[src/design/branch_cfg.svh]
// Widths and queue depth for the branch execution slice
// BR_B_IMM counts the immediate bits before the implicit low zero
`ifndef BRANCH_CFG_SVH
`define BRANCH_CFG_SVH

// Data and address width of the core
`define BR_XLEN 32

// B-type immediate width as held in the op
// Signed value, doubled when forming the target
`define BR_B_IMM 12

// Default number of entries in the branch issue queue
// Any value of 1 or more is accepted
`define BR_QUEUE_DEPTH 2

// Fixed distance to the fall-through instruction
// Only uncompressed instructions are handled
`define BR_INSTR_BYTES 4

`endif

[src/design/branch_pkg.sv]
// Types shared by the branch execution slice
// Field widths follow branch_cfg.svh
`include "branch_cfg.svh"

package branch_pkg;

    // Branch condition, coded like the RV32 funct3 field
    // Codes 3'b010 and 3'b011 are unused and never take the branch
    typedef enum logic [2:0] {
        BEQ  = 3'b000,
        BNE  = 3'b001,
        BLT  = 3'b100,
        BGE  = 3'b101,
        BLTU = 3'b110,
        BGEU = 3'b111
    } bu_ctl_e;

    // Decoded conditional branch as it leaves dispatch
    // Operands are already read, so the op can issue at once
    typedef struct packed {
        // Comparison to perform
        bu_ctl_e                 ctl;
        // First source operand
        logic [`BR_XLEN-1:0]     rs1;
        // Second source operand
        logic [`BR_XLEN-1:0]     rs2;
        // Address of the branch itself
        logic [`BR_XLEN-1:0]     pc;
        // Target the front end fetched from when predicted taken
        logic [`BR_XLEN-1:0]     pred_target;
        // B-immediate without its low zero bit
        logic [`BR_B_IMM-1:0]    imm;
        // Direction chosen by the front end
        logic                    pred_taken;
    } branch_op_t;

    // Resolved branch
    typedef struct packed {
        // Address of the resolved branch
        logic [`BR_XLEN-1:0]     pc;
        // Computed target, valid whether or not taken
        logic [`BR_XLEN-1:0]     target;
        // Real direction
        logic                    taken;
        // Wrong direction, or wrong target on a taken branch
        logic                    mispredict;
    } branch_res_t;

endpackage

[src/design/branch_issue_queue.sv]
// In-order queue of ready branch ops, push and pop may coincide even when full
// Flush drops every entry and blocks pushes in that cycle
`timescale 1ns/10ps
`include "branch_cfg.svh"

module branch_issue_queue #(
    parameter int DEPTH = `BR_QUEUE_DEPTH
) (
    input  logic                    clk_i,
    input  logic                    rst_n_i,
    input  logic                    push_valid_i,
    input  branch_pkg::branch_op_t  push_op_i,
    input  logic                    pop_ready_i,
    input  logic                    flush_i,
    output logic                    push_ready_o,
    output logic                    pop_valid_o,
    output branch_pkg::branch_op_t  pop_op_o
);
    import branch_pkg::*;

    localparam int PTR_W = (DEPTH > 1) ? $clog2(DEPTH) : 1;
    localparam int CNT_W = $clog2(DEPTH + 1);

    // Entry storage
    branch_op_t         mem [DEPTH];
    logic [PTR_W-1:0]   wr_ptr;
    logic [PTR_W-1:0]   rd_ptr;
    logic [CNT_W-1:0]   count;
    logic               full;
    logic               empty;
    logic               push_fire;
    logic               pop_fire;

    // Pointer step with wrap, DEPTH need not be a power of two
    function automatic logic [PTR_W-1:0] next_ptr(input logic [PTR_W-1:0] ptr);
        logic [PTR_W-1:0] nxt;
        if (ptr == PTR_W'(DEPTH - 1)) begin
            nxt = '0;
        end else begin
            nxt = ptr + 1'b1;
        end
        return nxt;
    endfunction

    assign full  = (count == CNT_W'(DEPTH));
    assign empty = (count == '0);

    // A pop in the same cycle frees the slot the push needs
    assign push_ready_o = !flush_i && (!full || pop_ready_i);
    assign pop_valid_o  = !empty;
    assign pop_op_o     = mem[rd_ptr];

    assign push_fire = push_valid_i && push_ready_o;
    assign pop_fire  = pop_valid_o && pop_ready_i;

    // Payload write
    always_ff @(posedge clk_i) begin
        if (push_fire) begin
            mem[wr_ptr] <= push_op_i;
        end
    end

    // Pointers and occupancy
    always_ff @(posedge clk_i or negedge rst_n_i) begin
        if (!rst_n_i) begin
            wr_ptr <= '0;
            rd_ptr <= '0;
            count  <= '0;
        end else if (flush_i) begin
            // Everything queued is younger than the redirecting branch
            wr_ptr <= '0;
            rd_ptr <= '0;
            count  <= '0;
        end else begin
            if (push_fire) begin
                wr_ptr <= next_ptr(wr_ptr);
            end
            if (pop_fire) begin
                rd_ptr <= next_ptr(rd_ptr);
            end
            case ({push_fire, pop_fire})
                2'b10:   count <= count + 1'b1;
                2'b01:   count <= count - 1'b1;
                default: count <= count;
            endcase
        end
    end

    // A push into a full queue never overruns the occupancy count
    a_no_push_full: assert property (@(posedge clk_i) disable iff (!rst_n_i)
        count <= CNT_W'(DEPTH));

    // An empty queue keeps its pointers together
    // A pop from an empty queue would leave them apart
    a_no_pop_empty: assert property (@(posedge clk_i) disable iff (!rst_n_i)
        empty |-> (wr_ptr == rd_ptr));

endmodule

[src/design/branch_unit_cu.sv]
// Accept and result-valid sequencing for the branch unit, one op per cycle
// Results have no back-pressure, a flush squashes the result of the same cycle
`timescale 1ns/10ps

module branch_unit_cu (
    input  logic    clk_i,
    input  logic    rst_n_i,
    input  logic    ops_valid_i,
    input  logic    flush_i,
    input  logic    taken_i,
    input  logic    mispredict_i,
    output logic    ops_ready_o,
    output logic    accept_o,
    output logic    res_valid_o,
    output logic    res_taken_o,
    output logic    res_mispredict_o
);

    // Goes high on the first edge after reset release
    logic ready_en_q;
    // Result register holds an op
    logic valid_q;
    // Flags of the held op
    logic taken_q;
    logic mispredict_q;

    // Nothing is taken during a flush, the op at the queue head is dropped there
    assign ops_ready_o = ready_en_q && !flush_i;
    assign accept_o    = ops_valid_i && ops_ready_o;

    // Op accepted in the cycle of the mispredict is younger
    assign res_valid_o      = valid_q && !flush_i;
    assign res_taken_o      = taken_q;
    assign res_mispredict_o = mispredict_q;

    // Control state
    always_ff @(posedge clk_i or negedge rst_n_i) begin
        if (!rst_n_i) begin
            ready_en_q <= 1'b0;
            valid_q    <= 1'b0;
        end else begin
            ready_en_q <= 1'b1;
            // Flush forces accept_o low so the squashed op leaves here
            valid_q    <= accept_o;
        end
    end

    // Flags follow the op into the result register
    always_ff @(posedge clk_i) begin
        if (accept_o) begin
            taken_q      <= taken_i;
            mispredict_q <= mispredict_i;
        end
    end

    // Every visible result carries known flags for the redirect stage
    a_res_flags_known: assert property (@(posedge clk_i) disable iff (!rst_n_i)
        res_valid_o |-> !$isunknown({res_taken_o, res_mispredict_o}));

endmodule

[src/design/branch_unit.sv]
// Resolves one conditional branch per cycle, result shows one cycle after accept
// Target alignment is not checked
`timescale 1ns/10ps
`include "branch_cfg.svh"

module branch_unit (
    input  logic                    clk_i,
    input  logic                    rst_n_i,
    input  logic                    ops_valid_i,
    input  branch_pkg::branch_op_t  op_i,
    input  logic                    flush_i,
    output logic                    ops_ready_o,
    output logic                    res_valid_o,
    output branch_pkg::branch_res_t res_o
);
    import branch_pkg::*;

    // Condition outcome
    logic                   taken;
    // Prediction checks
    logic                   wrong_dir;
    logic                   wrong_target;
    logic                   mispredict;
    // Sign-extended, doubled immediate
    logic [`BR_XLEN-1:0]    imm_ext;
    logic [`BR_XLEN-1:0]    target;
    logic                   accept;
    // Result payload
    logic [`BR_XLEN-1:0]    pc_q;
    logic [`BR_XLEN-1:0]    target_q;
    logic                   res_taken;
    logic                   res_mispredict;

    // Compare by condition code
    always_comb begin
        case (op_i.ctl)
            BEQ:     taken = (op_i.rs1 == op_i.rs2);
            BNE:     taken = (op_i.rs1 != op_i.rs2);
            BLT:     taken = ($signed(op_i.rs1) < $signed(op_i.rs2));
            BGE:     taken = ($signed(op_i.rs1) >= $signed(op_i.rs2));
            BLTU:    taken = (op_i.rs1 < op_i.rs2);
            BGEU:    taken = (op_i.rs1 >= op_i.rs2);
            // Unused codes fall through
            default: taken = 1'b0;
        endcase
    end

    // Target relative to the branch address
    assign imm_ext = {{(`BR_XLEN - `BR_B_IMM - 1){op_i.imm[`BR_B_IMM-1]}}, op_i.imm, 1'b0};
    assign target  = op_i.pc + imm_ext;

    // Target only matters when the branch really goes there
    assign wrong_dir    = (op_i.pred_taken != taken);
    assign wrong_target = taken && (op_i.pred_target != target);
    assign mispredict   = wrong_dir || wrong_target;

    branch_unit_cu u_branch_unit_cu (
        .clk_i            (clk_i),
        .rst_n_i          (rst_n_i),
        .ops_valid_i      (ops_valid_i),
        .flush_i          (flush_i),
        .taken_i          (taken),
        .mispredict_i     (mispredict),
        .ops_ready_o      (ops_ready_o),
        .accept_o         (accept),
        .res_valid_o      (res_valid_o),
        .res_taken_o      (res_taken),
        .res_mispredict_o (res_mispredict)
    );

    // Address payload, loaded with the flags held in the control unit
    always_ff @(posedge clk_i) begin
        if (accept) begin
            pc_q     <= op_i.pc;
            target_q <= target;
        end
    end

    always_comb begin
        res_o            = '0;
        res_o.pc         = pc_q;
        res_o.target     = target_q;
        res_o.taken      = res_taken;
        res_o.mispredict = res_mispredict;
    end

endmodule

[src/design/branch_redirect.sv]
// Turns a mispredicted result into a one-cycle fetch redirect
// The redirect pulse is also the flush of all younger branch work
`timescale 1ns/10ps
`include "branch_cfg.svh"

module branch_redirect (
    input  logic                    clk_i,
    input  logic                    rst_n_i,
    input  logic                    res_valid_i,
    input  branch_pkg::branch_res_t res_i,
    output logic                    redirect_valid_o,
    output logic [`BR_XLEN-1:0]     redirect_pc_o
);

    // Mispredicted result this cycle
    logic                   fire;
    // Fall-through address
    logic [`BR_XLEN-1:0]    seq_pc;
    // Address fetch must restart from
    logic [`BR_XLEN-1:0]    fix_pc;
    logic                   valid_q;
    logic [`BR_XLEN-1:0]    pc_q;

    assign fire   = res_valid_i && res_i.mispredict;
    assign seq_pc = res_i.pc + `BR_XLEN'(`BR_INSTR_BYTES);

    // Taken goes to the computed target, not taken falls through
    assign fix_pc = res_i.taken ? res_i.target : seq_pc;

    // Pulse drops by itself, results in the pulse cycle are squashed upstream
    always_ff @(posedge clk_i or negedge rst_n_i) begin
        if (!rst_n_i) begin
            valid_q <= 1'b0;
        end else begin
            valid_q <= fire;
        end
    end

    // Held address, only meaningful with the pulse
    always_ff @(posedge clk_i) begin
        if (fire) begin
            pc_q <= fix_pc;
        end
    end

    assign redirect_valid_o = valid_q;
    assign redirect_pc_o    = pc_q;

    // The flush must squash any result behind the branch, else a second pulse follows
    a_single_pulse: assert property (@(posedge clk_i) disable iff (!rst_n_i)
        redirect_valid_o |=> !redirect_valid_o);

endmodule

[src/design/branch_exec.sv]
// Branch execution slice: issue queue, branch unit and redirect stage
// Issue to result is 2 cycles and issue to redirect is 3 with an empty queue
`timescale 1ns/10ps
`include "branch_cfg.svh"

module branch_exec (
    input  logic                    clk_i,
    input  logic                    rst_n_i,
    input  logic                    issue_valid_i,
    input  branch_pkg::branch_op_t  issue_op_i,
    output logic                    issue_ready_o,
    output logic                    res_valid_o,
    output branch_pkg::branch_res_t res_o,
    output logic                    redirect_valid_o,
    output logic [`BR_XLEN-1:0]     redirect_pc_o
);
    import branch_pkg::*;

    // Queue head toward the branch unit
    logic       q_valid;
    branch_op_t q_op;
    logic       q_ready;
    // Redirect pulse fed back as flush
    logic       flush;

    assign flush = redirect_valid_o;

    branch_issue_queue #(
        .DEPTH (`BR_QUEUE_DEPTH)
    ) u_issue_queue (
        .clk_i        (clk_i),
        .rst_n_i      (rst_n_i),
        .push_valid_i (issue_valid_i),
        .push_op_i    (issue_op_i),
        .pop_ready_i  (q_ready),
        .flush_i      (flush),
        .push_ready_o (issue_ready_o),
        .pop_valid_o  (q_valid),
        .pop_op_o     (q_op)
    );

    branch_unit u_branch_unit (
        .clk_i       (clk_i),
        .rst_n_i     (rst_n_i),
        .ops_valid_i (q_valid),
        .op_i        (q_op),
        .flush_i     (flush),
        .ops_ready_o (q_ready),
        .res_valid_o (res_valid_o),
        .res_o       (res_o)
    );

    // Sees results after the flush squash, so wrong-path ops never redirect
    branch_redirect u_redirect (
        .clk_i            (clk_i),
        .rst_n_i          (rst_n_i),
        .res_valid_i      (res_valid_o),
        .res_i            (res_o),
        .redirect_valid_o (redirect_valid_o),
        .redirect_pc_o    (redirect_pc_o)
    );

endmodule

[config.mk]
export PLATFORM = sky130hd
export DESIGN_NAME = branch_exec
export DESIGN_NICKNAME = d
export VERILOG_FILES = /design/src/design/branch_pkg.sv /design/src/design/branch_issue_queue.sv /design/src/design/branch_unit_cu.sv /design/src/design/branch_unit.sv /design/src/design/branch_redirect.sv /design/src/design/branch_exec.sv
export VERILOG_INCLUDE_DIRS = /design/src /design/src/design
export SDC_FILE = /design/constraint.sdc
export NUM_CORES = 1
export LEC_CHECK = 0
export BUFFER_PORTS_ARGS = -buffer_cell sky130_fd_sc_hd__clkbuf_2
export CAP_MARGIN = 30
export CORE_UTILIZATION = 45
export CTS_CLUSTER_SIZE = 30
export DETAILED_ROUTE_END_ITERATION = 8
export PLACE_DENSITY = 0.74
export REMOVE_ABC_BUFFERS = 1
export SYNTH_ARGS = -nofsm -noshare
export SYNTH_HDL_FRONTEND = slang
export SYNTH_SLANG_ARGS = --single-unit
export TNS_END_PERCENT = 100
[constraint.sdc]
create_clock -name clk_i -period 6.9 [get_ports clk_i]
set_input_delay 1.035 -clock clk_i [delete_from_list [all_inputs] [get_ports clk_i]]
set_output_delay 1.035 -clock clk_i [all_outputs]
set_load 0.01 [all_outputs]
==> metrics.txt <==
# TYPE chip_impl_metric gauge
chip_impl_info{name="outcome",value="completed"} 1
chip_impl_metric{name="dpl.hpwl",unit="um"} 28210
chip_impl_metric{name="slew_headroom",unit="%"} 36.79
chip_impl_metric{name="netlist_area",unit="um^2"} 17660
chip_impl_info{name="criticalPathCategory",value="reg2reg"} 1
chip_impl_metric{name="grt.overflow.total",unit=""} 0
chip_impl_metric{name="post-synth-top-area-fraction",unit="%"} 65.48
chip_impl_metric{name="cts_sinks",unit=""} 392
chip_impl_metric{name="max_freq",unit="GHz"} 0.1928
chip_impl_metric{name="synthCells",unit=""} 1193
chip_impl_metric{name="grt_first_pass_wirelength",unit="um"} 58860
chip_impl_info{name="worstPathCellList",value="mux2_2 > ha_1 > fa_1 > a21o_1 > a221oi_1 > xnor2_1 > or2_2 > o2111ai_1 > a2111o_1 > nor4_1 > nand4_1 > a2111oi_2 > a41oi_1"} 1
chip_impl_metric{name="critical_path_peak_fanout",unit=""} 54
chip_impl_metric{name="globalRouteTotalUtil",unit="%"} 19.78
chip_impl_metric{name="fin_crit_sh",unit="%"} 75.18
chip_impl_metric{name="rows",unit=""} 72
chip_impl_metric{name="cts_buffers",unit=""} 42
chip_impl_metric{name="cellLeakagePower",unit="uW"} 0.007742
chip_impl_info{name="cts_tree",value="yes"} 1
chip_impl_info{name="synth_largest_area_cell",value="sky130_fd_sc_hd__edfxtp_1"} 1
chip_impl_info{name="worstSetupEndpointType",value="flop"} 1
chip_impl_info{name="crit-reg2reg-capture",value="u_branch_unit.u_branch_unit_cu.res_mispredict_o"} 1
chip_impl_metric{name="die_area",unit="um^2"} 40030
chip_impl_metric{name="cts_buffer_depth",unit=""} 3
chip_impl_info{name="critical-path-top-delay-family",value="compound AO/OA/AOI/OAI gates"} 1
chip_impl_metric{name="slowest_delay",unit="ps"} 970
chip_impl_metric{name="worst_slack",unit="ps"} 1712
chip_impl_metric{name="drv_cap",unit=""} 0
chip_impl_info{name="rsz0062_at_grt",value="false"} 1
chip_impl_metric{name="power_density",unit="nW/um^2"} 522.5
chip_impl_info{name="yosysMostFrequentCell",value="sky130_fd_sc_hd__edfxtp_1"} 1
chip_impl_metric{name="worstMarginPinSlew",unit="ps"} 948.1
chip_impl_metric{name="p_sw",unit="uW"} 4189
chip_impl_info{name="timing.rr.start",value="u_issue_queue.rd_ptr"} 1
chip_impl_info{name="min-delay-path-class",value="in2async"} 1
chip_impl_metric{name="gp_routability_congestion",unit=""} 0.9435
chip_impl_metric{name="cts-resized-gates",unit=""} 0
chip_impl_metric{name="power.switching_fraction",unit="%"} 38.34
chip_impl_metric{name="clock_power_share",unit="%"} 21.4
chip_impl_metric{name="yosys_warnings",unit=""} 0
chip_impl_metric{name="die_h",unit="um"} 200.1
chip_impl_metric{name="min_period",unit="ps"} 5188
chip_impl_metric{name="report.final.slew_viol_count",unit=""} 0
chip_impl_metric{name="core",unit="um^2"} 38650
chip_impl_metric{name="die_x",unit="um"} 200.1
chip_impl_metric{name="cts_setup_buffers",unit=""} 0
chip_impl_metric{name="path_depth",unit=""} 13
chip_impl_metric{name="power",unit="uW"} 10930
chip_impl_metric{name="seq_area_frac_synth",unit="%"} 66.47
chip_impl_metric{name="timing.critical_path.buf_inv",unit=""} 0
chip_impl_metric{name="route.antenna.remaining_nets",unit=""} 0
chip_impl_metric{name="timing.final.hold_violations",unit=""} 0
chip_impl_metric{name="dp_slack",unit="ps"} 1745
chip_impl_metric{name="synth.lib_cells_used.distinct",unit=""} 70
chip_impl_metric{name="syn2layout_area_growth",unit="%"} 18.43
chip_impl_metric{name="detailedRoute.firstIterationViolations",unit=""} 606
chip_impl_metric{name="route.final.wire_length",unit="um"} 39730
chip_impl_metric{name="vdd.ir_drop.worst",unit="mV"} 0.3649
chip_impl_metric{name="grt_max_degree",unit=""} 145
chip_impl_metric{name="floorplan.initialDensity",unit="%"} 45.68
chip_impl_metric{name="seqPwrFrac",unit="%"} 35.4
chip_impl_info{name="crit_path_launch_type",value="flop"} 1
chip_impl_info{name="clock_tree.root_cell",value="sky130_fd_sc_hd__clkbuf_16"} 1
chip_impl_info{name="ys_top_cells_by_count",value="385 x sky130_fd_sc_hd__edfxtp_1, 85 x sky130_fd_sc_hd__nand2_1, 80 x sky130_fd_sc_hd__mux2_2, 65 x sky130_fd_sc_hd__mux2i_1"} 1
chip_impl_metric{name="synth_enable_flop_cells",unit=""} 385
chip_impl_metric{name="antenna_found_initial",unit=""} 8
chip_impl_metric{name="io_pins",unit=""} 248
chip_impl_metric{name="htree_num_levels",unit=""} 2
chip_impl_metric{name="yosys_register_bits",unit=""} 392
chip_impl_metric{name="rr_worst_depth",unit=""} 13
chip_impl_metric{name="remaining_drc_errors",unit=""} 0
chip_impl_metric{name="clock_network_latency_to_the_later_pin_of_the_worst_skew_pair",unit="ps"} 560
chip_impl_metric{name="synth.avg_cell_area",unit="um^2"} 14.80
chip_impl_metric{name="placed_cells",unit=""} 1921
chip_impl_metric{name="routed-via-count",unit=""} 10800
chip_impl_metric{name="setup_viol",unit=""} 0
chip_impl_metric{name="worst-endpoint-arrival",unit="ps"} 5470
chip_impl_info{name="synthTopCellsByArea",value="sky130_fd_sc_hd__edfxtp_1 65%, sky130_fd_sc_hd__mux2_2 5.1%, sky130_fd_sc_hd__ha_1 4.5%"} 1
chip_impl_metric{name="worstPathRequired",unit="ps"} 7190
chip_impl_metric{name="cell_internal_pwr",unit="uW"} 6736
chip_impl_metric{name="clock-skew-final",unit="ps"} 12.65
chip_impl_metric{name="final_net_count",unit=""} 1659
chip_impl_metric{name="finalNonFillerCells",unit=""} 2000
chip_impl_metric{name="placement.io_buffers",unit=""} 247
chip_impl_info{name="main_synth_ff_type",value="sky130_fd_sc_hd__edfxtp_1"} 1
chip_impl_metric{name="clkSlewWorstSetupHoldPaths",unit="ps"} 60
chip_impl_metric{name="post_cts_hold_buffer_count",unit=""} 0
chip_impl_metric{name="detail_route.wl_per_cell",unit="um"} 19.87
chip_impl_metric{name="timing.reg2reg.setup_slack",unit="ps"} 1710
chip_impl_metric{name="drive_gt1_share",unit="%"} 28.31
chip_impl_metric{name="via_count_of_the_first_global_routing_pass",unit=""} 10490
chip_impl_metric{name="route.detailed.vias_per_inst",unit=""} 5.398
chip_impl_metric{name="worst_hold_check_slack",unit="ps"} 322.7
chip_impl_metric{name="ys_async_sr_fraction",unit="%"} 1.786
chip_impl_metric{name="pwr-share-comb",unit="%"} 43.2
chip_impl_metric{name="drt_pre_antenna_iters",unit=""} 5
chip_impl_info{name="critical-path-slowest-cell",value="sky130_fd_sc_hd__dfrtp_4"} 1
per-layer routing:
metal	track usage, %	vias up	part of all wire, %
li1	-	5171	-
met1	25.70	5226	44
met2	32.50	307	47
met3	4.603	80	6.2
met4	7.012	12	2.6
met5	0	-	0.23
sequential cells by signal (all words and copies together) (netlist names), 2 cells and up:
signal                    count
u_issue_queue.mem           288
u_branch_unit.pc_q           31
u_redirect.redirect_pc_o     32
u_issue_queue.count           2
u_branch_unit.target_q       32
cells in the final DEF, fill, tap and decap left out, drive strengths merged, types with 3 or more instances in the layout:
cell type and n:
edfxtp 385, nor2b 8, mux2i 65, a2111oi 5, nand4 21, bufinv 6, a21oi 54, ha 64
o22ai 3, a22oi 3, nand2 85, o2111ai 4, and4 4, nor2 36, a31oi 7, mux2 81
o21bai 4, a221oi 5, and3 11, and2 4, o21a 7, clkbuf 301, o211ai 3, buf 8
o21ai 66, xor2 54, nor3b 3, inv 3, nand3 28, o31ai 7, clkinv 13, or2 4
dfrtp 7, clkinvlp 3, xnor2 37, a21o 16, nor3 15, nor4 12
power by group through the flow:
stage,clock network (uW),logic (uW),registers (uW)
3_5_place_dp,0,4680,3920
4_1_cts,2400,4710,3870
5_1_grt,2490,5150,3930
6_report,2340,4720,3870
3_3_place_gp,0,4660,3890
2_1_floorplan,0,3150,4110
layout make-up:
class | instances | area, um^2
sequential | 392 | 11740
clock buffer | 54 | 1180
timing repair buffer | 255 | 1321
tap | 518 | 648.1
clock inverter | 23 | 280.3
fill | 3146 | 17740
multi-input combinational | 754 | 5728
antenna | 2 | 5.005
inverter | 2 | 7.507
cell families after synthesis:
kind of cell,Yosys count,share of synthesized area [%]
AO/OA/AOI/OAI,209,7.533
XOR/XNOR,91,4.514
adder cells (fa/ha/maj),65,4.649
buffers and inverters,47,1.198
flip-flops,392,66.47
multiplexers,146,8.872
other,1,0.02124
AND/OR/NAND/NOR,242,6.739
how the worst max path moves through the flow:
stage                         start                                               to  slack (ps)
3_3_place_gp   u_issue_queue.rd_ptr  u_branch_unit.u_branch_unit_cu.res_mispredict_o        1790
3_5_place_dp   u_issue_queue.rd_ptr  u_branch_unit.u_branch_unit_cu.res_mispredict_o        1740
5_1_grt        u_issue_queue.rd_ptr  u_branch_unit.u_branch_unit_cu.res_mispredict_o        1370
4_1_cts        u_issue_queue.rd_ptr  u_branch_unit.u_branch_unit_cu.res_mispredict_o        1720
6_report       u_issue_queue.rd_ptr  u_branch_unit.u_branch_unit_cu.res_mispredict_o        1710
2_1_floorplan         issue_valid_i                          u_issue_queue.mem[0][0]        -860
stage by stage:
| stage | setup TNS (ps) | util [%] | cell area (um^2) |
|---|---|---|---|
| 2_1_floorplan | -124580 | - | 17450 |
| 5_1_grt | 0 | 54.09 | 20910 |
| 6_report | 0 | 54.11 | 20910 |
| 3_5_place_dp | 0 | 50.31 | 19440 |
| 3_3_place_gp | 0 | 50.31 | 19440 |
| 4_1_cts | 0 | 54.09 | 20910 |
Power figures use the tool's default switching activity.
